File: config.mk
export PLATFORM = sky130hd
export DESIGN_NAME = erx_disty
export DESIGN_NICKNAME = d
export VERILOG_FILES = /design/src/logic/erx_pkg.sv /design/src/logic/erx_disty.sv
export SDC_FILE = /design/constraint.sdc
export NUM_CORES = 1
export LEC_CHECK = 0
export BUFFER_PORTS_ARGS = -buffer_cell sky130_fd_sc_hd__buf_2
export CAP_MARGIN = 20
export CELL_PAD_IN_SITES_DETAIL_PLACEMENT = 0
export CELL_PAD_IN_SITES_GLOBAL_PLACEMENT = 2
export CORE_MARGIN = 2
export CORE_UTILIZATION = 10
export DETAILED_ROUTE_END_ITERATION = 8
export GPL_TIMING_DRIVEN = 0
export PLACE_DENSITY_LB_ADDON = 0.1
export SETUP_SLACK_MARGIN = 0.4
export SLEW_MARGIN = 25
export SYNTH_ARGS = -nofsm -noshare
export SYNTH_HDL_FRONTEND = slang
export SYNTH_SLANG_ARGS = --single-unit
File: constraint.sdc
create_clock -name vclk -period 0.9
set_input_delay 0.09 -clock vclk [all_inputs]
set_output_delay 0.09 -clock vclk [all_outputs]
set_load 0.02 [all_outputs]
File: src/logic/erx_pkg.sv
package erx_pkg;

   localparam int AW            = 32;                    // Mesh address width
   localparam int DW            = 32;                    // Mesh data width
   localparam int BEAT_W        = 64;                    // Parallel data per beat
   localparam int FRAME_W       = 8;                     // Frame bits per beat

   localparam int MMU_IDX_W     = 4;                     // Table index, top addr bits
   localparam int MMU_ENT_W     = 12;                    // Replaced top addr bits
   localparam int MMU_ENTRIES   = 2 ** MMU_IDX_W;        // Table size

   localparam int FIFO_DEPTH    = 16;                    // Entries per queue
   localparam int FIFO_AW       = $clog2(FIFO_DEPTH);    // Queue pointer width
   localparam int FIFO_CNT_W    = FIFO_AW + 1;           // Occupancy, holds full value
   // One packet in decode plus two transactions in flight still fit above this
   localparam int FIFO_PROGFULL = FIFO_DEPTH - 4;

   localparam logic [MMU_ENT_W-1:0] RR_TAG = 12'h810;    // Read response prefix

   localparam int NUM_CHAN      = 3;                     // Output queues

   typedef enum logic [1:0] {
      DMODE_BYTE   = 2'd0,
      DMODE_HALF   = 2'd1,
      DMODE_WORD   = 2'd2,
      DMODE_DOUBLE = 2'd3
   } dmode_e;

   typedef enum logic [1:0] {
      CHAN_WR = 2'd0,                                    // Host writes
      CHAN_RQ = 2'd1,                                    // Read requests
      CHAN_RR = 2'd2                                     // Read responses
   } chan_e;

   typedef enum logic {
      ST_HEAD = 1'b0,                                    // Expecting head beat
      ST_BODY = 1'b1                                     // Expecting body beat
   } rx_state_e;

   typedef struct packed {
      logic                 write;
      dmode_e               datamode;
      logic [3:0]           ctrlmode;
      logic [AW-1:0]        dstaddr;
      logic [AW-1:0]        srcaddr;
      logic [DW-1:0]        data;
   } emesh_txn_t;                                        // 103 bits

   typedef struct packed {
      logic [FRAME_W-1:0]   frame;
      logic [BEAT_W-1:0]    data;
   } rx_beat_t;                                          // 72 bits

   typedef struct packed {
      logic                 en;
      logic                 we;
      logic [MMU_IDX_W-1:0] addr;
      logic [MMU_ENT_W-1:0] din;
   } mi_req_t;                                           // 18 bits

endpackage

File: src/logic/erx_disty.sv
`timescale 1ns/1ps

module erx_disty
   import erx_pkg::*;
(
   input  logic                in_valid,
   input  emesh_txn_t          in_txn,                   // Already translated
   output logic                in_ready,
   input  logic [NUM_CHAN-1:0] q_ready,                  // Per queue not full
   input  logic [NUM_CHAN-1:0] q_progfull,               // Per queue nearly full
   output logic [NUM_CHAN-1:0] q_valid,                  // One-hot push
   output emesh_txn_t          q_txn,                    // Shared by all queues
   output logic                rx_wr_wait,
   output logic                rx_rd_wait
);

   chan_e         chan_sel;                              // Target queue
   logic [MMU_ENT_W-1:0] tag;                            // Top address bits

   assign tag = in_txn.dstaddr[AW-1 -: MMU_ENT_W];

   always_comb
   begin
      if (!in_txn.write)
         chan_sel = CHAN_RQ;                             // Read request
      else if (tag == RR_TAG)
         chan_sel = CHAN_RR;                             // Response to an earlier read
      else
         chan_sel = CHAN_WR;                             // Plain host write
   end

   always_comb
   begin
      for (int i = 0; i < NUM_CHAN; i++)
         q_valid[i] = in_valid && (chan_sel == chan_e'(i));
   end

   assign q_txn    = in_txn;
   assign in_ready = q_ready[chan_sel];                  // Stall on the chosen queue only

   // Waits back to the sender
   assign rx_wr_wait = q_progfull[CHAN_WR];
   // Responses and requests both count as read traffic
   assign rx_rd_wait = q_progfull[CHAN_RQ] | q_progfull[CHAN_RR];

endmodule

Word level (Yosys, flattened, before mapping)
Cells that the tools add are included.
- order comparisons: 1
- eq/ne operators: 3
- multiplexer cells: 4
- bitwise logic cells: 1
- reduce and logical (&&, ||, !) cells: 4
- operator list (kind ; count):
    equality test 12 bit (second input constant) ; 1
    2-to-1 mux 2 bit ; 2
    logical AND 1 bit ; 3
    < comparator 2 x 3 -> 1 bit (second input constant) ; 1
    binary-select mux 1 bit (select 2 bit) ; 1
    equality test 2 x 1 -> 1 bit (second input constant) ; 1
    equality test 2 bit (second input constant) ; 1
    logical NOT 2 bit ; 1
    2-to-1 mux 1 bit ; 1
    OR 1 bit ; 1
- register bits: 0
- bits of input ports: 110
- word-level logic and storage cells: 13

Longest topological paths before layout
- depth in word-level cells: 5
- mapped depth: 3
- depth with buffers taken out: 3

Worst setup path after synthesis
OpenSTA, ideal clock, no wires.
- path kind: input to output
- start: input port in_txn[92] (netlist name)
- end: output port in_ready
- arrival time: 0.880 ns
- required time: 0.810 ns
- path slack: -0.070 ns
- stages: 3
- cell sequence: nor4b_4 nand3_2 mux2i_1
- word-level cells in the longest chain between the ends: 5
- RTL lines (element ; RTL line ; source):
    start, declared ; erx_disty.sv:7 ; input emesh_txn_t in_txn,
    equality test 12 bit ; erx_disty.sv:26 ; else if (tag == RR_TAG)
    2-to-1 mux 2 bit ; erx_disty.sv:26 ;
    2-to-1 mux 2 bit ; erx_disty.sv:24 ; if (!in_txn.write)
    binary-select mux 1 bit (select 2 bit) ; erx_disty.sv:39 ; assign in_ready = q_ready[chan_sel];
    2-to-1 mux 1 bit (not written as such) ; erx_disty.sv:39 ;
    end, declared ; erx_disty.sv:8 ; output logic in_ready,
Every way passes these cells. The select of a mux whose other input is x is not followed.

Worst setup path after layout
- start: input port in_txn[86] (netlist name)
- end: output port in_ready
Same word-level chain as after synthesis.

==> run summary <==
Area delta synth->final: 129%
Sequential cell count: 0
Leading cell type in the layout, fill and taps excluded: buf_2
Crit-path cells: buf_8, nor4b_4, nand3_2, mux2i_4, buf_6
Sequential fraction of the synthesis area: 0%
Diodes inserted: 0
Die W: 99.5 um
FP Rows: 34
Multi-input gate area: 156 um^2
Storage element area: 0 um^2
Commonest cells after routing, fill and taps aside: buf_2 (95), buf_4 (93), buf_6 (40), buf_8 (10)
Yosys warns: 0
Fin cells: 360
Final number of hold-violating endpoints: 0
F_max: 894 MHz
GP Congestion: 0.648
Initial core utilization: 10.4%
Port Buf Inserts: 128
Critical path class: input pin to output pin
Data required, critical path: 0.81 ns
CLK BUF: 0
Worst vdd ir: 0.000149 V
Inst Count DP: 353
CP max stage delay: 0.31 ns
Number of global-route vias before repair: 953
Pint: 0.655 mW
MaxCap Viol Count: 0
Crit Path Max Fanout: 2
Slew margin rel.: 82.9%
Final worst path period need: 1.12 ns
Post-Syn Area: 912 um^2
Drt via density: 3.09
Total chip power: 1.19 mW
# fillers: 951
Cell count after synthesis: 117
Crit start category: input pin
Pwr dens: 571 nW/um^2
Clock power frac: 0%
Switch Pwr: 0.536 mW
I/O pins: 219
Crit path buf inv count: 2
Seq pwr share: 0%
Crit-path leading delay family: simple AND/OR/NAND/NOR gates
Comb pwr share: 100.0%
Pre-antenna DRT Iters: 2
Drt wl/cell: 9.26 um
Residual DRC: 0
Status: finished with violations
Synth cell types: 11
Core area: 8760 um^2
Slowest cell on the critical path: nor4b_4
Setup WS post-layout: -0.219 ns
Die Height: 99.5 um
Failing checks: negative setup slack
Nets: 364
Drt total wl: 3.33 mm
Post-route antenna net violation count: 0
Net Count, Synth: 227
Final period util: 124%
Syn Area/Cell: 7.80 um^2
Leak pwr: 1.19 nW
Crit path capture type: output pin
Setup repair after global routing missed its margin: yes
Hold crit path type: input pin to output pin
Vias: 1114
DR iter-0 viols: 6
Total track usage: 5.32%
Grt ovf: 0
Initial antenna violation count: 0
Die ar.: 9900 um^2
First-pass GRT wire length: 4.41 mm
Crit path DAT: 1.03 ns
Worst Max-Slew Pin Slew: 0.256 ns
Max-slew violations: 0
Sw frac: 45.0%
Final setup viols: 4
Layout cell share with drive strength beyond 1: 98.0%
Largest net degree at the start of global routing: 7
Fin util: 23.8%
-- power by group through the flow --
stage	combinational [mW]	sequential, mW	clock, mW
2_1_floorplan	0.725	0	0
3_3_place_gp	1.04	0	0
3_5_place_dp	1.03	0	0
4_1_cts	1.18	0	0
5_1_grt	1.25	0	0
6_report	1.19	0	0
-- cell type report --
type                       instances  share of cell area [%]
buffer                           104                    39.8
timing repair buffer             135                    46.3
tap                              108                    6.48
multi-input combinational         13                    7.50
-- worst paths after layout --
path / slack, ns / start / to / depth (start not counted)
max: -0.22 / in_txn[86] / in_ready / 5
min: 0.40 / in_txn[1] / q_txn[1] / 2
-- per-stage QoR --
stage          setup WS (ns)  hold slack (ns)  instance area (um^2)  TNS (ns)
2_1_floorplan         0.0278            0.227                   932         0
3_3_place_gp          -0.301            0.398                  1710    -0.612
3_5_place_dp          -0.301            0.398                  1710    -0.597
4_1_cts               -0.232            0.398                  2040    -0.553
5_1_grt               -0.272            0.400                  2090    -0.665
6_report              -0.219            0.397                  2090    -0.482
-- per-layer routing --
layer,track usage [%],up-vias,share of wire (%)
met5,0,-,0
met4,0,0,0
met3,0.773,0,16
met2,12.9,125,61
met1,4.44,459,23
li1,-,530,-
-- cells in the mapped netlist --
library cell  number  share of area, %
mux2i_1            1               1.1
nor4b_4            2               5.2
nand3_2            1               1.1
a21oi_1            2               1.1
nor2_1             1              0.41
buf_4            104                86
or2_2              1              0.69
nor2b_1            2               1.4
a31oi_1            1              0.69
nand2_1            1              0.41
nor4_4             1               2.3
-- logic make-up after synthesis --
family / count (synthesis) / share of synthesized area (%)
AOI/OAI and AO/OA: 3 / 1.78
muxes: 1 / 1.10
and+or+nand+nor: 9 / 11.5
buffers and inverters: 104 / 85.6
-- repair_timing --
item                       in CTS  in global routing
pin swaps                       4                  3
setup endpoints to repair      18                 17
resized for setup              83                  9
buffers inserted                5                  2
hold buffers                    0                  0
hold endpoints to repair        0                  0
Power figures use the tool's default switching activity.
