--- src/logic/erx_pkg.sv ---
package erx_pkg;

   localparam int AW            = 32;                    // Mesh address width
   localparam int DW            = 32;                    // Mesh data width
   localparam int BEAT_W        = 64;                    // Parallel data per beat
   localparam int FRAME_W       = 8;                     // Frame bits per beat

   localparam int MMU_IDX_W     = 4;                     // Table index, top addr bits
   localparam int MMU_ENT_W     = 12;                    // Replaced top addr bits
   localparam int MMU_ENTRIES   = 2 ** MMU_IDX_W;        // Table size

   localparam int FIFO_DEPTH    = 16;                    // Entries per queue
   localparam int FIFO_AW       = $clog2(FIFO_DEPTH);    // Queue pointer width
   localparam int FIFO_CNT_W    = FIFO_AW + 1;           // Occupancy, holds full value
   // One packet in decode plus two transactions in flight still fit above this
   localparam int FIFO_PROGFULL = FIFO_DEPTH - 4;

   localparam logic [MMU_ENT_W-1:0] RR_TAG = 12'h810;    // Read response prefix

   localparam int NUM_CHAN      = 3;                     // Output queues

   typedef enum logic [1:0] {
      DMODE_BYTE   = 2'd0,
      DMODE_HALF   = 2'd1,
      DMODE_WORD   = 2'd2,
      DMODE_DOUBLE = 2'd3
   } dmode_e;

   typedef enum logic [1:0] {
      CHAN_WR = 2'd0,                                    // Host writes
      CHAN_RQ = 2'd1,                                    // Read requests
      CHAN_RR = 2'd2                                     // Read responses
   } chan_e;

   typedef enum logic {
      ST_HEAD = 1'b0,                                    // Expecting head beat
      ST_BODY = 1'b1                                     // Expecting body beat
   } rx_state_e;

   typedef struct packed {
      logic                 write;
      dmode_e               datamode;
      logic [3:0]           ctrlmode;
      logic [AW-1:0]        dstaddr;
      logic [AW-1:0]        srcaddr;
      logic [DW-1:0]        data;
   } emesh_txn_t;                                        // 103 bits

   typedef struct packed {
      logic [FRAME_W-1:0]   frame;
      logic [BEAT_W-1:0]    data;
   } rx_beat_t;                                          // 72 bits

   typedef struct packed {
      logic                 en;
      logic                 we;
      logic [MMU_IDX_W-1:0] addr;
      logic [MMU_ENT_W-1:0] din;
   } mi_req_t;                                           // 18 bits

endpackage

--- src/logic/erx_fifo.sv ---
`timescale 1ns/1ps

module erx_fifo
   import erx_pkg::*;
(
   input  logic       rx_lclk_div4,
   input  logic       arst_n,
   input  logic       in_valid,
   input  emesh_txn_t in_txn,
   output logic       in_ready,                          // Low when full
   output logic       progfull,                          // Nearly full
   output logic       out_valid,
   input  logic       out_ready,
   output emesh_txn_t out_txn
);

   emesh_txn_t            mem [FIFO_DEPTH];              // Circular buffer
   logic [FIFO_AW-1:0]    wr_ptr;
   logic [FIFO_AW-1:0]    rd_ptr;
   logic [FIFO_CNT_W-1:0] count;                         // Occupancy
   logic                  push;
   logic                  pop;

   assign in_ready  = (count != FIFO_CNT_W'(FIFO_DEPTH));
   assign out_valid = (count != '0);
   assign progfull  = (count >= FIFO_CNT_W'(FIFO_PROGFULL));
   assign out_txn   = mem[rd_ptr];                       // Head of queue

   assign push = in_valid && in_ready;
   assign pop  = out_valid && out_ready;

   always_ff @(posedge rx_lclk_div4 or negedge arst_n)
   begin
      if (!arst_n)
      begin
         wr_ptr <= '0;
         rd_ptr <= '0;
         count  <= '0;
      end
      else
      begin
         if (push)
            wr_ptr <= wr_ptr + 1'b1;                     // Wraps at depth
         if (pop)
            rd_ptr <= rd_ptr + 1'b1;
         if (push && !pop)
            count <= count + 1'b1;
         else if (pop && !push)
            count <= count - 1'b1;                       // Both at once, no change
      end
   end

   always_ff @(posedge rx_lclk_div4)
   begin
      if (push)
         mem[wr_ptr] <= in_txn;
   end

endmodule

--- config.mk ---
export PLATFORM = sky130hd
export DESIGN_NAME = erx_fifo
export DESIGN_NICKNAME = d
export VERILOG_FILES = /design/src/logic/erx_pkg.sv /design/src/logic/erx_fifo.sv
export SDC_FILE = /design/constraint.sdc
export NUM_CORES = 2
export LEC_CHECK = 0
export BUFFER_PORTS_ARGS = -buffer_cell sky130_fd_sc_hd__buf_2
export CAP_MARGIN = 20
export CORE_MARGIN = 5
export CORE_UTILIZATION = 45
export CTS_BUF_LIST = sky130_fd_sc_hd__clkbuf_8
export DETAILED_ROUTE_END_ITERATION = 6
export PLACE_DENSITY_LB_ADDON = 0.05
export SLEW_MARGIN = 5
export SYNTH_ARGS = -nofsm -noshare
export SYNTH_HDL_FRONTEND = slang
export SYNTH_SLANG_ARGS = --single-unit
--- constraint.sdc ---
create_clock -name rx_lclk_div4 -period 8.9 [get_ports rx_lclk_div4]
set_clock_uncertainty 0.2 [all_clocks]
set_input_delay 1.335 -clock rx_lclk_div4 [delete_from_list [all_inputs] [get_ports rx_lclk_div4]]
set_output_delay 1.335 -clock rx_lclk_div4 [all_outputs]
set_load 0.03 [all_outputs]
### Word-level counts from Yosys, hierarchy flattened

Memory sizes are Yosys's and may differ from the RTL's.
Cells that the tools add are included.

* RAM bits: 1648
* output and inout bits: 106
* input port bits: 107
* bits in registers: 13
* memories kept: 1

* order comparisons: 1
* $add $sub $neg: 4
* reduce and logical (&&, ||, !) cells: 8
* muxes and demuxes: 4
* equality and inequality tests: 1

Memory list
* mem: words 16, bits a word 103, rd ports 1, clocked after memory_dff 0, write ports 1, line erx_fifo.sv:17 `emesh_txn_t mem [FIFO_DEPTH];`

Operators with widths (count)
* 5-bit 2-to-1 mux: 2
* 4-bit by 1-bit adder with 4-bit output, second input constant: 2
* 5-bit by 1-bit adder with 5-bit output, second input constant: 1
* 5-bit by 4-bit greater-or-equal comparator with 1-bit output, second input constant: 1
* 5-bit inequality test, second input constant: 1
* 5-bit nonzero test: 1
* 5-bit by 1-bit subtractor with 5-bit output, second input constant: 1
* 1-bit logical AND: 4
* 1-bit zero test: 2
* 1-bit 2-to-1 mux: 2
* 2-bit nonzero test: 1

### Longest topological paths before layout

* depth in word-level cells: 6
* mapped depth: 10

### Worst setup path after synthesis

Ideal clock, no wire load.

* path kind: input -> register
* start: input port in_valid
* end: memory mem[3][0] (netlist bit) (enable)
* stages on the path: 3
* required time: 8.009 ns
* data arrival time: 8.801 ns
* path buffers: 0
* path slack: -0.792 ns
* cells stage by stage: a21boi_2 -> nand2_1 -> nor3_1

* longest elaborated chain between the ends: 3

Ends and longest elaborated chain
* from (decl): line erx_fifo.sv:8 `input logic in_valid,`
* 1-bit logical AND: line erx_fifo.sv:29 `assign push = in_valid && in_ready;`
* 1-bit 2-to-1 mux: line erx_fifo.sv:55 `if (push)`
* 1-bit 2-to-1 mux (not written as such): line erx_fifo.sv:56 `mem[wr_ptr] <= in_txn;`
* to (decl): line erx_fifo.sv:17

No other way between the ends.

==> run metrics <==
outcome finished clean; setup violators final 0; hold_buf cts 0; final-report max-slew violation count 0; Setup WS post-layout 3.00 ns; syn_area_per_cell 21.1 sq um; initial antenna violation count 33; Min Clock Period, post-route 5.90 ns; # resized after CTS 0; Die H 388 um; fmax 0.169 GHz; core box area 142,000 sq um; mux cell area share after synthesis 0.137; Startpoint Class flip-flop; starting density of the core 0.454; Cell Area, Synth 64,300 sq um; Post-CTS Setup Bufs 0; biggest cell delay along the critical path 0.84 ns; post-synthesis sequential area ratio 0.775; global route overflow 0; vias in the first global route 33,500; Main synth FF type edfxtp_1; simple-gate portion of the synthesized area 0.00868; via/cell ratio 5.70; NumNets Final 3,554; Yosys top cell area share 0.770; kind of critical path flip-flop to output port; Max H-tree Level 5; sequential standard cell area 49,800 sq um; fraction of registers with async set/reset 0.00783; Yosys reg bits 1,661; CTS Buf Count 296; layout cell share with drive strength beyond 1 0.258; fillers 11,300; hpwl dp 74,500 um; Area contributors post-synth edfxtp_1 77%, mux4_2 7.2%, mux2i_1 6.4%, a221oi_2 2.3%, a221oi_1 1.4%; clock-pin transition on the worst setup and hold timing paths 0.06 ns; CP Max Fanout 130; Commonest cells post-synth 1,648 x edfxtp_1, 413 x mux2i_1, 206 x mux4_2; Hold Crit Class input port to asynchronous set/reset pin; count of different cell masters after synthesis 33; CTS tree yes; root buf cell clkbuf_8; Worst Setup End Kind output port; CTS Buffer Depth 4; flop-to-flop setup slack 5.06 ns; Ys Warns 0; largest net degree at the start of global routing 155; Area Growth Syn to Fin 12.8%; IO buf count 212; routed vias 31,500; # Max-Cap Violations 0; FF-to-FF path depth 6; FP Rows 138; GRT Util Overall 0.209; post-route antenna net violation count 0; Sum Neg Setup Slack 0 ns; measured slew at the worst slew-check pin 1.16 ns; RSZ-0062 raised after global routing false; Hold Vio Cnt, Final 0; crit path launch rd_ptr[2]; area of the multi-input gates 13,500 sq um; Place WS 3.95 ns; Die Footprint 151,000 sq um; clock net sink count 1,661; Initial DRC Count 2,093; complex-gate fraction of the synthesized area 0.0587; first-pass GRT wire length 230,000 um; Post-Synth Adder-Cell Area 0.00206; leak pwr 0.0244 uW; Slew headroom 0.226; Post-synth EDFFs 1,648; crit share post-route 0.663; Mapped Cells 3,042; RePlAce Congestion 0.712; final core occ 0.512; final WL 159,000 um; syn_nets 3,159; CP required 7.36 ns; worst-skew pair later-pin latency 0.95 ns; worst path cell trace and2_4 -> buf_12 -> a221oi_1 -> a22oi_1 -> nand2_1 -> buf_2; crit path DAT 4.37 ns; largest area contributor in the netlist edfxtp_1; Reg-to-Reg End mem[0][40]; First-pass DRT Iterations 5; XOR/XNOR share of the synthesized area 0.00136; CP max stage cell dfrtp_4; most frequent cell after synthesis edfxtp_1; IO Pins 213; largest family of logic cells by synthesized area multiplexers; capture point of the critical path out_txn[26]; WL/cell 28.7 um; pwr dens 333 nW/um^2; Max IR drop VDD 0.324 mV; Die X 388 um; DRC Markers 0; FF-to-FF Start count[0]
==> where the power goes <==
part	total [uW]	internal (uW)	switching, uW
clock	6150	3240	2910
combinational	8290	2850	5430
sequential	9750	9430	320
total	24200	15500	8660
==> worst max-delay path: cells and delay by family, from the launching register on <==
family                 cells  cell delay, ns
buffers and inverters      2            0.98
AND/OR/NAND/NOR            2            0.93
AO/OA/AOI/OAI              2            0.50
flip-flops                 1            0.84
==> sequential cells by signal, summed over array words and instances, names as in the netlist <==
signal,count
mem,1648
count,5
rd_ptr,4
wr_ptr,4
==> per-stage QoR <==
step	total power, uW	area [sq um]	std cells	hold slack [ns]
3_3_place_gp	18300	67400	5026	0.339
6_report	24200	72500	5532	0.147
5_1_grt	25400	72500	5523	0.0762
4_1_cts	24600	72400	5512	0.0496
2_1_floorplan	15800	64300	3042	0.316
3_5_place_dp	18300	67400	5027	0.354
==> worst min path at each step <==
| stage | from | slack [ns] | to |
|---|---|---|---|
| floorplan | count[4] | 0.32 | count[4] |
| global placement | count[4] | 0.34 | count[4] |
| detailed placement | count[4] | 0.35 | count[4] |
| CTS | arst_n | 0.05 | rd_ptr[2] |
| global route | arst_n | 0.08 | rd_ptr[2] |
| finish | arst_n | 0.15 | rd_ptr[2] |
==> routing by layer <==
layer | GRT usage | part of all wire
met1 | 0.279 | 0.43
met2 | 0.347 | 0.50
met3 | 0.0482 | 0.059
met4 | 0.0600 | 0.020
met5 | 0 | 0.00041
==> layout make-up <==
type                    instances  area share
flip-flops and latches       1661       0.687
multi-input cells            1202       0.186
clock buffers                 303      0.0575
well taps                    1890      0.0326
repair buffers                272      0.0243
clock inverters               182      0.0114
diodes                         18    0.000621
inverters                       4    0.000276
==> logic make-up after synthesis <==
family                   Yosys count
AO/OA/AOI/OAI                    421
XOR/XNOR                          10
adder cells (fa/ha/maj)           10
buffers and inverters            179
flip-flops                      1661
multiplexers                     621
AND/OR/NAND/NOR                  140
==> placed cells by master, fill, tap and decap left out, types with 4 or more instances in the layout <==
| cell | instances |
|---|---|
| mux4_2 | 206 |
| xnor2_1 | 9 |
| clkbuf_8 | 303 |
| a22oi_1 | 103 |
| buf_2 | 212 |
| clkinvlp_4 | 4 |
| mux2i_1 | 413 |
| dfrtp_4 | 4 |
| buf_4 | 42 |
| buf_12 | 15 |
| nand2_1 | 113 |
| bufinv_16 | 4 |
| clkinv_1 | 66 |
| dfrtp_1 | 9 |
| a221oi_2 | 100 |
| inv_1 | 91 |
| a221oi_1 | 106 |
| diode_2 | 18 |
| o21ai_0 | 103 |
| ha_1 | 9 |
| clkinv_2 | 20 |
| edfxtp_1 | 1648 |
| nor3_4 | 4 |
| nor2_4 | 12 |
Power figures use the tool's default switching activity.
