==> src/logic/erx_pkg.sv <==
package erx_pkg;

   localparam int AW            = 32;                    // Mesh address width
   localparam int DW            = 32;                    // Mesh data width
   localparam int BEAT_W        = 64;                    // Parallel data per beat
   localparam int FRAME_W       = 8;                     // Frame bits per beat

   localparam int MMU_IDX_W     = 4;                     // Table index, top addr bits
   localparam int MMU_ENT_W     = 12;                    // Replaced top addr bits
   localparam int MMU_ENTRIES   = 2 ** MMU_IDX_W;        // Table size

   localparam int FIFO_DEPTH    = 16;                    // Entries per queue
   localparam int FIFO_AW       = $clog2(FIFO_DEPTH);    // Queue pointer width
   localparam int FIFO_CNT_W    = FIFO_AW + 1;           // Occupancy, holds full value
   // One packet in decode plus two transactions in flight still fit above this
   localparam int FIFO_PROGFULL = FIFO_DEPTH - 4;

   localparam logic [MMU_ENT_W-1:0] RR_TAG = 12'h810;    // Read response prefix

   localparam int NUM_CHAN      = 3;                     // Output queues

   typedef enum logic [1:0] {
      DMODE_BYTE   = 2'd0,
      DMODE_HALF   = 2'd1,
      DMODE_WORD   = 2'd2,
      DMODE_DOUBLE = 2'd3
   } dmode_e;

   typedef enum logic [1:0] {
      CHAN_WR = 2'd0,                                    // Host writes
      CHAN_RQ = 2'd1,                                    // Read requests
      CHAN_RR = 2'd2                                     // Read responses
   } chan_e;

   typedef enum logic {
      ST_HEAD = 1'b0,                                    // Expecting head beat
      ST_BODY = 1'b1                                     // Expecting body beat
   } rx_state_e;

   typedef struct packed {
      logic                 write;
      dmode_e               datamode;
      logic [3:0]           ctrlmode;
      logic [AW-1:0]        dstaddr;
      logic [AW-1:0]        srcaddr;
      logic [DW-1:0]        data;
   } emesh_txn_t;                                        // 103 bits

   typedef struct packed {
      logic [FRAME_W-1:0]   frame;
      logic [BEAT_W-1:0]    data;
   } rx_beat_t;                                          // 72 bits

   typedef struct packed {
      logic                 en;
      logic                 we;
      logic [MMU_IDX_W-1:0] addr;
      logic [MMU_ENT_W-1:0] din;
   } mi_req_t;                                           // 18 bits

endpackage

==> src/logic/emmu.sv <==
`timescale 1ns/1ps

module emmu
   import erx_pkg::*;
(
   input  logic                 rx_lclk_div4,
   input  logic                 arst_n,
   input  logic                 mmu_en,                  // Translation on
   input  mi_req_t              mi,                      // Table config request
   output logic [MMU_ENT_W-1:0] mi_dout,                 // Table readback
   input  logic                 in_valid,
   input  emesh_txn_t           in_txn,
   output logic                 in_ready,
   input  logic                 out_ready,
   output logic                 out_valid,
   output emesh_txn_t           out_txn
);

   logic [MMU_ENT_W-1:0] mmu_tbl [MMU_ENTRIES];          // Lookup table
   logic [MMU_IDX_W-1:0] xl_idx;                         // Entry picked by address
   emesh_txn_t           xl_txn;                         // Translated transaction
   logic                 accept;

   assign mi_dout = mmu_tbl[mi.addr];                    // Combinational readback

   // Table write port
   always_ff @(posedge rx_lclk_div4 or negedge arst_n)
   begin
      if (!arst_n)
      begin
         for (int i = 0; i < MMU_ENTRIES; i++)
            mmu_tbl[i] <= '0;                            // Table starts all zero
      end
      else if (mi.en && mi.we)
      begin
         mmu_tbl[mi.addr] <= mi.din;
      end
   end

   assign xl_idx = in_txn.dstaddr[AW-1 -: MMU_IDX_W];    // Top address bits

   always_comb
   begin
      xl_txn = in_txn;
      if (mmu_en)
         xl_txn.dstaddr[AW-1 -: MMU_ENT_W] = mmu_tbl[xl_idx];  // Swap top 12 bits
   end

   // Stage empty or emptying this cycle
   assign in_ready = !out_valid || out_ready;
   assign accept   = in_valid && in_ready;

   always_ff @(posedge rx_lclk_div4 or negedge arst_n)
   begin
      if (!arst_n)
         out_valid <= 1'b0;
      else if (accept)
         out_valid <= 1'b1;
      else if (out_ready)
         out_valid <= 1'b0;                              // Drained, nothing new
   end

   always_ff @(posedge rx_lclk_div4)
   begin
      if (accept)
         out_txn <= xl_txn;                              // Hold until taken
   end

endmodule

==> config.mk <==
export PLATFORM = sky130hd
export DESIGN_NAME = emmu
export DESIGN_NICKNAME = d
export VERILOG_FILES = /design/src/logic/erx_pkg.sv /design/src/logic/emmu.sv
export SDC_FILE = /design/constraint.sdc
export NUM_CORES = 1
export LEC_CHECK = 0
export ABC_CLOCK_PERIOD_IN_PS = 4400
export BUFFER_PORTS_ARGS = -buffer_cell sky130_fd_sc_hd__buf_4
export CORE_MARGIN = 2
export CORE_UTILIZATION = 40
export DETAILED_ROUTE_END_ITERATION = 8
export GPL_ROUTABILITY_DRIVEN = 0
export MAX_ROUTING_LAYER = met4
export PLACE_DENSITY_LB_ADDON = 0.05
export SETUP_SLACK_MARGIN = 0.5
export SLEW_MARGIN = 20
export SYNTH_ARGS = -nofsm -noshare
export SYNTH_HDL_FRONTEND = slang
export SYNTH_SLANG_ARGS = --single-unit
==> constraint.sdc <==
create_clock -name rx_lclk_div4 -period 4.4 [get_ports rx_lclk_div4]
set_input_delay 0.88 -clock rx_lclk_div4 [delete_from_list [all_inputs] [get_ports rx_lclk_div4]]
set_output_delay 0.88 -clock rx_lclk_div4 [all_outputs]
set_load 0.01 [all_outputs]
Yosys cells after proc, flatten, opt, wreduce, memory -nomap -nowiden. Cells that the tools add are included.

Magnitude comparators: 3. Multiplexer cells: 12. Bitwise operators: 2. Reductions and logical operators: 6.

Operator list (count): $bwmux 192 (1); $bmux 12 s4 (2); $mux 12 (6); $demux 12 s4 (1); $ge 5x5->1 const B (2); $not 4->5 (2); $lt 5x1->1 const B (1); $logic_and 1x1->1 (3); $mux 1 (2); $reduce_bool 2->1 (1); $logic_not 1->1 (1); $logic_or 1x1->1 (1).

Bits in registers: 296. Bits of input ports: 126. Logic and storage cells: 46.

Depth between registers and ports, before layout.
Depth after elaboration: 6. Mapped depth: 7.

Least setup slack after synthesis. No wires, ideal clock.

Path kind: input to register. From: input port out_ready. To: register out_txn[0] in the netlist's numbering, enable pin. Arrival: 3478 ps. Data required time: 3926 ps. Setup slack: 448 ps. Stages: 2. Cells stage by stage: nand2b_1 > and2_1.

Cells in the longest elaborated chain, start to end: 2.

Ends and longest elaborated chain: start, declared (RTL line emmu.sv:14) `input logic out_ready,`; $logic_or 1x1->1 (RTL line emmu.sv:50) `assign in_ready = !out_valid || out_ready;`; $logic_and 1x1->1 (RTL line emmu.sv:51) `assign accept = in_valid && in_ready;`; named net accept (RTL line emmu.sv:22) `logic accept;`; end signal, assigned (RTL line emmu.sv:66) `out_txn <= xl_txn;`; end, declared (RTL line emmu.sv:16) `output emesh_txn_t out_txn`.

The timed path passes the listed nets, and every way through them passes these cells. A chain may end at the register's enable or synchronous reset.

Worst setup path in the final report.
From: input port mi[12] in the netlist's numbering. To: output port mi_dout[8].

Cells in the longest elaborated chain, start to end: 4.

Ends and longest elaborated chain: start, declared (RTL line emmu.sv:9) `input mi_req_t mi,`; $not 4->5 (implied by the code) (RTL line emmu.sv:24) `assign mi_dout = mmu_tbl[mi.addr];`; $bmux 12 s4 (RTL line emmu.sv:24); $mux 12 (implied by the code) (2 in series) (RTL line emmu.sv:24); end, declared (RTL line emmu.sv:10) `output logic [MMU_ENT_W-1:0] mi_dout,`.

Every way passes these cells. The select of a mux whose other input is x is not followed.

==> flow_summary.yaml <==
worst_setup_path:
  arrival_ns: 2.83
  endpoint_kind: "primary output"
  reg2reg_from: "out_valid"
  worstSetupPathType: "input port to primary output"
  startpoint_type: "input port"
  critPathLaunch: "mi[12]"
  critPathRequiredTime_ns: 3.52
  critPathMaxFanout: 27
logic_synthesis:
  yosysWarnings: 0
  synth_area_sq_mm: 0.0135
  avgSynthCellArea_sq_um: 18.1
  seq_area_frac_synth: 0.585
  syn-num-nets: 875
  synth-main-ff-cell: "dfrtp_1"
  synth.top_cell.area_share: 0.356
  yosys.area.top_type: "dfrtp_1"
  async_reset_ff_frac: 0.652
  yosysUniqueCellTypes: 36
  yosys.cell_count.top_type: "dfrtp_1"
  yosys-top-cells-count: "dfrtp_1, mux2_2, edfxtp_1"
  synth_seq_cells: 296
  yosys-top-cells-area: "dfrtp_1, edfxtp_1, mux2_2"
  synth_cells: 749
  synth-edff-count: 103
timing:
  setup_violations: 0
  finalCriticalPeriod_ns: 3.71
  grt_setup_unrepaired: "no"
  hold_ws_ns: 0.444
  fin_crit_sh: 0.843
  fin_skew_ns: 0.0160
  worst_slew_margin_rel: 0.355
  final_max_slew_viol_count: 0
  tightestPinTransition_ns: 0.966
  hold_violations: 0
  tns_ns: 0
  fmax_mhz: 270
die:
  start_util: 0.405
  die-height_microns: 188
  design.portCount: 243
  num_rows: 67
  dieArea_sq_mm: 0.0354
  core-area_sq_mm: 0.0334
  die_w_microns: 188
route:
  wl_per_cell_microns: 26.1
  drc_errors: 0
  via_count: 8052
  antenna_left: 0
  drt_iter0_markers: 429
  drt_wl_total_mm: 38.6
  viasPerCell: 5.44
  dr.pass1.iters: 4
final_layout:
  post-route-cell-area_sq_mm: 0.0170
  multiInputGateArea_sq_mm: 0.00527
  syn2layout_area_growth_pct: 25.2
  register_area_sq_mm: 0.00792
  final_util: 0.507
  nets: 1130
  final.fill_count: 2840
  drive_gt1_frac: 0.596
placement:
  io_buffers: 242
  post-dp-hpwl_mm: 25.7
  placed_area_sq_mm: 0.0159
cts:
  clkTransAtPathRegs_ns: 0.06
  htree_levels: 2
  cts_resized: 0
  clk_latency_ns: 0.52
  hold_buffers: 0
  cts-root-buf: "clkbuf_16"
  post_cts_buffers: 0
  numCtsBuffers: 35
  cts.sinks: 296
  cts_buffer_depth: 3
  tritoncts: "yes"
global_route:
  grt_pass1_vias: 8192
  grt_pass1_wl_mm: 56.8
  grt_max_degree: 96
  antenna_found_initial: 1
  gr-usage-all-layers: 0.225
  grt_overflow: 0
power_and_ir_drop:
  power_density_mw_per_mm2: 448
  power.internal_mw: 5.71
  p_comb_frac: 0.171
  clockPowerShare: 0.362
  seqPwrFrac: 0.467
  power_leakage_nw: 7.29
  p_switching_mw: 1.89
  sw_frac_of_total: 0.249
  irDropWorstVdd_v: 0.000241
status:
  outcome: "complete, no violations"
job:
  maxCapViolCount: 0
min_path:
  hp-class: "input port to asynchronous set/reset pin"
-- logic make-up after synthesis --
group / share of synthesized area
AOI/OAI and AO/OA: 0.0141
buffers and inverters: 0.0273
DFF: 0.585
muxes: 0.355
and+or+nand+nor: 0.0183
-- metal layers --
layer  routed length [microns]  vias to the layer above  GRT usage
li1                          -                     3481          -
met1                     16400                     4236      0.300
met2                     18900                      288      0.365
met3                      2750                       47     0.0414
met4                       589                        0     0.0442
met5                         0                        -          -
-- cells in the final DEF (no fill, tap or decap), drive strengths merged, types with 2 or more instances in the layout --
cell	count
nand3	2
edfxtp	103
and2	2
o21ai	3
or4	2
nor3	2
inv	8
dfrtp	193
o22ai	4
nand2b	6
nand2	6
clkbuf	54
a31oi	2
nor2b	3
mux2	194
or3	2
a221oi	4
o22a	3
a21oi	6
nand4b	2
o221ai	2
mux4	106
mux2i	18
nor2	12
buf	278
clkinv	6
o211ai	2
-- power by group through the flow --
stage / Sequential [mW] / Combinational [mW] / Clock (mW)
finish: 3.55 / 1.30 / 2.75
global placement: 3.61 / 1.29 / 0
global route: 3.61 / 1.40 / 2.93
floorplan: 3.52 / 0.856 / 0
detailed placement: 3.60 / 1.31 / 0
CTS: 3.55 / 1.32 / 2.83
-- cell type report --
class / instances / area share
clock buffer: 53 / 0.0586
multi-input combinational: 387 / 0.310
clock inverter: 10 / 0.00502
tap: 448 / 0.0330
sequential: 296 / 0.467
inverter: 5 / 0.00111
timing repair buffer: 279 / 0.125
antenna: 1 / 0.000148
-- flip-flops by register name, summed over array words and instances (netlist names) --
register	count
out_valid	1
out_txn	103
mmu_tbl	192
-- worst paths after layout --
check / cells past startpoint / slack, ns / to
min in group rx_lclk_div4: 1 / 0.51 / mmu_tbl[42]
max in group asynchronous: 2 / 3.04 / mmu_tbl[89]
min reg2reg: 1 / 0.51 / mmu_tbl[42]
max reg2reg: 3 / 2.48 / out_txn[63]
min: 1 / 0.44 / mmu_tbl[60]
max: 5 / 0.69 / mi_dout[8]
-- worst max-delay path, cell delays in order --
cell	delay (ns)
buf_4	0.41
buf_12	0.25
mux4_1	0.58
mux4_2	0.51
buf_4	0.17
-- per-stage QoR --
step                instances  power [mW]  setup WS (ns)
CTS                      1478        7.70          0.666
finish                   1479        7.60          0.691
global placement         1415        4.90          0.707
floorplan                 749        4.38           1.32
detailed placement       1415        4.91          0.667
global route             1479        7.93          0.607
Power figures use the tool's default switching activity.
