==> src/logic/erx_pkg.sv <==
package erx_pkg;

   localparam int AW            = 32;                    // Mesh address width
   localparam int DW            = 32;                    // Mesh data width
   localparam int BEAT_W        = 64;                    // Parallel data per beat
   localparam int FRAME_W       = 8;                     // Frame bits per beat

   localparam int MMU_IDX_W     = 4;                     // Table index, top addr bits
   localparam int MMU_ENT_W     = 12;                    // Replaced top addr bits
   localparam int MMU_ENTRIES   = 2 ** MMU_IDX_W;        // Table size

   localparam int FIFO_DEPTH    = 16;                    // Entries per queue
   localparam int FIFO_AW       = $clog2(FIFO_DEPTH);    // Queue pointer width
   localparam int FIFO_CNT_W    = FIFO_AW + 1;           // Occupancy, holds full value
   // One packet in decode plus two transactions in flight still fit above this
   localparam int FIFO_PROGFULL = FIFO_DEPTH - 4;

   localparam logic [MMU_ENT_W-1:0] RR_TAG = 12'h810;    // Read response prefix

   localparam int NUM_CHAN      = 3;                     // Output queues

   typedef enum logic [1:0] {
      DMODE_BYTE   = 2'd0,
      DMODE_HALF   = 2'd1,
      DMODE_WORD   = 2'd2,
      DMODE_DOUBLE = 2'd3
   } dmode_e;

   typedef enum logic [1:0] {
      CHAN_WR = 2'd0,                                    // Host writes
      CHAN_RQ = 2'd1,                                    // Read requests
      CHAN_RR = 2'd2                                     // Read responses
   } chan_e;

   typedef enum logic {
      ST_HEAD = 1'b0,                                    // Expecting head beat
      ST_BODY = 1'b1                                     // Expecting body beat
   } rx_state_e;

   typedef struct packed {
      logic                 write;
      dmode_e               datamode;
      logic [3:0]           ctrlmode;
      logic [AW-1:0]        dstaddr;
      logic [AW-1:0]        srcaddr;
      logic [DW-1:0]        data;
   } emesh_txn_t;                                        // 103 bits

   typedef struct packed {
      logic [FRAME_W-1:0]   frame;
      logic [BEAT_W-1:0]    data;
   } rx_beat_t;                                          // 72 bits

   typedef struct packed {
      logic                 en;
      logic                 we;
      logic [MMU_IDX_W-1:0] addr;
      logic [MMU_ENT_W-1:0] din;
   } mi_req_t;                                           // 18 bits

endpackage

==> src/logic/erx_protocol.sv <==
`timescale 1ns/1ps

module erx_protocol
   import erx_pkg::*;
(
   input  logic       rx_lclk_div4,
   input  logic       arst_n,
   input  rx_beat_t   beat,                              // Parallel beat, no handshake
   input  logic       out_ready,
   output logic       out_valid,
   output emesh_txn_t out_txn
);

   rx_state_e     state;                                 // Head or body expected
   logic          beat_ok;                               // Full frame seen
   logic          head_take;
   logic          body_take;

   logic          hd_write;                              // Head fields held for body
   dmode_e        hd_datamode;
   logic [3:0]    hd_ctrlmode;
   logic [AW-1:0] hd_dstaddr;

   assign beat_ok   = &beat.frame;                       // All frame bits high
   assign head_take = beat_ok && (state == ST_HEAD);
   // Output register free or draining this cycle
   assign body_take = beat_ok && (state == ST_BODY) && (!out_valid || out_ready);

   always_ff @(posedge rx_lclk_div4 or negedge arst_n)
   begin
      if (!arst_n)
      begin
         state     <= ST_HEAD;
         out_valid <= 1'b0;
      end
      else
      begin
         if (out_valid && out_ready)
            out_valid <= 1'b0;                           // Taken by the MMU
         if (body_take)
            out_valid <= 1'b1;                           // New txn overrides the clear
         if (!beat_ok)
            state <= ST_HEAD;                            // Frame dropped, resync
         else if (state == ST_HEAD)
            state <= ST_BODY;
         else
            state <= ST_HEAD;                            // Body done, back to head
      end
   end

   // Payload capture
   always_ff @(posedge rx_lclk_div4)
   begin
      if (head_take)
      begin
         hd_write    <= beat.data[63];                   // Write flag
         hd_datamode <= dmode_e'(beat.data[62:61]);
         hd_ctrlmode <= beat.data[60:57];
         hd_dstaddr  <= beat.data[AW-1:0];               // Low word is destination
      end
      if (body_take)
      begin
         out_txn.write    <= hd_write;
         out_txn.datamode <= hd_datamode;
         out_txn.ctrlmode <= hd_ctrlmode;
         out_txn.dstaddr  <= hd_dstaddr;
         out_txn.data     <= beat.data[BEAT_W-1 -: DW];  // High word is data
         out_txn.srcaddr  <= beat.data[AW-1:0];          // Low word is source
      end
   end

endmodule

==> config.mk <==
export PLATFORM = sky130hd
export DESIGN_NAME = erx_protocol
export DESIGN_NICKNAME = d
export VERILOG_FILES = /design/src/logic/erx_pkg.sv /design/src/logic/erx_protocol.sv
export SDC_FILE = /design/constraint.sdc
export NUM_CORES = 1
export LEC_CHECK = 0
export ABC_AREA = 1
export BUFFER_PORTS_ARGS = -buffer_cell sky130_fd_sc_hd__buf_2
export CORE_MARGIN = 5
export CORE_UTILIZATION = 51
export DETAILED_ROUTE_END_ITERATION = 10
export PLACE_DENSITY_LB_ADDON = 0.08
export SLEW_MARGIN = 5
export SYNTH_ARGS = -nofsm -noshare
export SYNTH_HDL_FRONTEND = slang
export SYNTH_SLANG_ARGS = --single-unit
==> constraint.sdc <==
create_clock -name rx_lclk_div4 -period 7.15 [get_ports rx_lclk_div4]
set_input_delay 0.715 -clock rx_lclk_div4 [delete_from_list [all_inputs] [get_ports rx_lclk_div4]]
set_output_delay 0.715 -clock rx_lclk_div4 [all_outputs]
set_load 0.05 [all_outputs]
## After elaboration in Yosys (flattened, before gate mapping)

Cells that the tools add are included.

| operators by class | value |
|---|---|
| add/subtract/negate cells | 0 |
| multiply operators | 0 |
| divide/modulo/power cells | 0 |
| $lt $le $gt $ge | 0 |
| equal/unequal tests | 0 |
| shift operators | 0 |
| muxes and demuxes | 4 |
| bitwise operators | 1 |
| reduce and logical (&&, ||, !) cells | 8 |

Operator list:

| operator | count |
|---|---|
| 8-bit AND reduction | 1 |
| 1-bit logical AND | 4 |
| 1-bit 2-to-1 mux | 4 |
| 2-bit nonzero test | 1 |
| 1-bit zero test | 1 |
| 1-bit logical OR | 1 |
| 1-bit NOT | 1 |

| word-level totals | value |
|---|---|
| register bits after elaboration | 144 |
| bits in latches | 0 |
| memory bits (writable) | 0 |
| bits in read-only memories | 0 |
| input port bits | 75 |
| output and inout bits | 104 |
| word-level logic and storage cells | 25 |
| memories | 0 |

## Depth between registers and ports, before layout

| depth | value |
|---|---|
| depth after elaboration | 4 |
| depth in mapped cells | 4 |
| gate-level depth less buffers | 4 |

## Worst setup path before layout

Ideal clock, no wire load.

| timing | value |
|---|---|
| path type | in2reg |
| start point | input port beat[67] (netlist bit) |
| end point | register out_txn[0] (netlist bit) (enable) |
| data arrival time | 3,614 ps |
| required time | 6,667 ps |
| setup slack | 3,053 ps |
| stages on the path | 4 |
| buffers on the path | 0 |
| cells stage by stage | nand2_1 nor2_2 nand3_2 nor2_2 |

| on the way | value |
|---|---|
| word-level cells in the longest chain between the ends | 3 |

RTL lines:

| what | RTL line | text |
|---|---|---|
| from (decl) | erx_protocol.sv:8 | `input rx_beat_t beat,` |
| 8-bit AND reduction | erx_protocol.sv:24 | `assign beat_ok = &beat.frame;` |
| 1-bit logical AND (2 in series) | erx_protocol.sv:27 | `assign body_take = beat_ok && (state == ST_BODY) && (!out_valid \|\| out_ready);` |
| named net body_take | erx_protocol.sv:17 | `logic body_take;` |
| to (decl) | erx_protocol.sv:11 | `output emesh_txn_t out_txn` |

The timed path passes the listed nets, and every way through them passes these cells.
A chain may end at the register's enable or synchronous reset.

## Worst setup path after layout

| timing | value |
|---|---|
| start point | input port beat[64] (netlist bit) |
| end point | register out_txn[84] (netlist bit) (enable) |

Same word-level chain as after synthesis.

==> metrics.md <==
| Metric | Value |
|---|---|
| Gr usage total | `15.1%` |
| Nature of the critical path endpoint | `flip-flop` |
| Share of cells above drive strength 1 | `57.7%` |
| Clk network pwr share | `49.0%` |
| Power density over cell area | `307 mW/mm2` |
| Placeable core area | `0.00830 mm2` |
| Final min period | `2.51 ns` |
| Worst skew pair latency | `0.50 ns` |
| CP Class | `in2reg` |
| Int Pwr | `1.54 mW` |
| Routed wire per std cell | `16.7 um` |
| Die footprint | `0.0105 mm2` |
| Finished Layout Cells | `474` |
| Worst-path clk slew | `0.06 ns` |
| Unrepaired setup endpoints after global routing | `false` |
| Setup_tns | `0 ns` |
| First-pass GRT wire length | `11.4 mm` |
| Worst min-delay path class | `in2reg` |
| CTS tree | `yes` |
| Chip Width | `103 um` |
| Synth Register Bits | `144` |
| Clk sink count | `144` |
| Initial DRC count | `72` |
| Yosys cell types | `7` |
| Antenna violations before repair | `0` |
| Leak | `2.34 nW` |
| Die Ht | `103 um` |
| Crit path DAT | `2.63 ns` |
| Row count | `33` |
| Outcome | `completed` |
| Cell count after synthesis | `158` |
| Post-CTS resize count | `0` |
| Num CTS Buffers | `17` |
| Yosys warnings | `0` |
| H-tree depth | `4` |
| WHS | `0.392 ns` |
| Initial Util | `52.8%` |
| Mapped Area | `0.00438 mm2` |
| PortBufs | `178` |
| CP startpoint kind | `input pin` |
| Ant. Diodes | `0` |
| CTS Root Cell | `clkbuf_8` |
| Worst vdd ir | `0.196 mV` |
| Largest net degree at the start of global routing | `74` |
| Part of the power in registers | `49.6%` |
| Cells after DPL | `442` |
| I/O pins | `179` |
| Nets@finish | `432` |
| Total global routing overflow | `0` |
| Number of iterations in the first detailed-routing pass | `4` |
| Detail Placement HPWL | `5.49 mm` |
| Placed cell areas | `0.00542 mm2` |
| Fin. Hold Viols | `0` |
| Clock skew | `0.0105 ns` |
| Antenna Violating Nets Remaining | `0` |
| Number of global-route vias before repair | `2242` |
| Peak Freq | `398 MHz` |
| NetSw | `322 uW` |
| Net Count, Synth | `233` |
| Largest fanout on the critical path | `73` |
| RD Place Congestion | `0.694` |
| Max-Cap Viols | `0` |
| Syn Area/Cell | `27.7 um2` |
| Logic pwr share | `1.3%` |
| Layout area overhead | `38.3%` |
| CP required | `7.27 ns` |
| Setup Viol. Count Final | `0` |
| Sw frac | `17.3%` |
| DR vias/cell | `4.63` |
| Clock Path Buffers | `2` |
| WL final | `7.93 mm` |
| Max-slew headroom | `25.2%` |
| Final Max Slew Viols | `0` |
| Via count | `2195` |
| Tcrit/Tclk final | `35.1%` |
| # DRC | `0` |
| Final Cell Area | `0.00606 mm2` |
| Actual slew at the worst max-slew pin | `1.12 ns` |
| Sequential share of the synthesized area | `98.5%` |
-- layout by cell type (no fill, tap or decap) --
| cell type | count |
|---|---|
| nand3_2 | 1 |
| clkbuf_1 | 1 |
| inv_1 | 2 |
| clkbuf_8 | 1 |
| dlygate4sd3_1 | 1 |
| clkinvlp_4 | 2 |
| buf_2 | 178 |
| edfxtp_1 | 142 |
| dfrtp_1 | 2 |
| clkinv_2 | 1 |
| nor2_1 | 1 |
| nor2_2 | 2 |
| nor2_4 | 2 |
| clkinv_4 | 2 |
| nand2_1 | 6 |
| clkinv_1 | 1 |
| clkbuf_16 | 16 |
| bufinv_16 | 5 |
| buf_4 | 1 |
| inv_6 | 2 |
-- state kept, by name, indices dropped and copies added, names as in the netlist --
name,count
out_txn,103
hd_dstaddr,32
hd_ctrlmode,4
hd_datamode,2
hd_write,1
out_valid,1
state,1
-- metrics by stage --
step           total power [mW]  utilization, %  worst slack (ns)
3_5_place_dp              0.966            65.3              4.10
5_1_grt                    1.93            73.0              4.48
6_report                   1.86            73.0              4.64
2_1_floorplan             0.944               -              3.05
3_3_place_gp              0.965            65.3              4.16
4_1_cts                    1.88            73.0              4.62
-- power groups by stage --
stage               Clock [mW]  Sequential, mW  Combinational [mW]
floorplan                    0           0.942             0.00120
global placement             0           0.942              0.0231
detailed placement           0           0.942              0.0243
CTS                      0.931           0.925              0.0249
global route             0.974           0.924              0.0276
finish                   0.913           0.925              0.0245
-- synth_stat cells (all sizes together) --
master / n / area share, %
dfrtp: 2 / 1.1
edfxtp: 142 / 97
inv: 2 / 0.17
nand2: 6 / 0.51
nand3: 1 / 0.23
nor2: 5 / 0.60
-- critical path, cell delays in order --
cell,delay [ns]
buf_2,0.08
nand2_1,0.05
nor2_2,0.13
nand3_2,0.12
nor2_4,0.64
buf_4,0.83
-- kinds of logic (layout without fill, tap and decap cells) --
family                 Yosys count  after routing  share of synthesized area (%)
buffers and inverters            2            213                          0.171
and+or+nand+nor                 12             12                           1.34
DFF                            144            144                           98.5
-- routing by layer --
layer  vias up  routed length (um)  global-route usage, %
met1      1031                2770                   16.2
met5         -                   0                      0
met3         7                1200                   8.66
met4         0                  82                   6.66
met2       124                3870                   24.6
li1       1033                   -                      -
-- layout make-up --
type,instances,area [um2]
Clock buffer,18,418
Timing Repair Buffer,180,908
Inverter,2,7.51
Tap cell,105,131
Clock inverter,13,209
Multi-Input combinational cell,12,71.3
Sequential cell,144,4310
Fill cell,522,2240
-- path summary, 6_finish.rpt --
kind	cells past startpoint	slack, ns	start	end
max	6	4.64	beat[64]	out_txn[84]$_DFFE_PP_
min	1	0.39	beat[42]	out_txn[10]$_DFFE_PP_
max reg2reg	3	4.72	state$_DFF_PN0_	out_txn[84]$_DFFE_PP_
min reg2reg	0	0.41	hd_dstaddr[14]$_DFFE_PP_	out_txn[78]$_DFFE_PP_
max in group asynchronous	2	6.52	arst_n	state$_DFF_PN0_
min in group asynchronous	2	0.53	arst_n	out_valid$_DFFE_PN0P_
-- timing repair --
action,in CTS,in global routing
hold endpoints to repair,2,0
buffers inserted,0,0
hold buffers,1,0
Power figures use the tool's default switching activity.
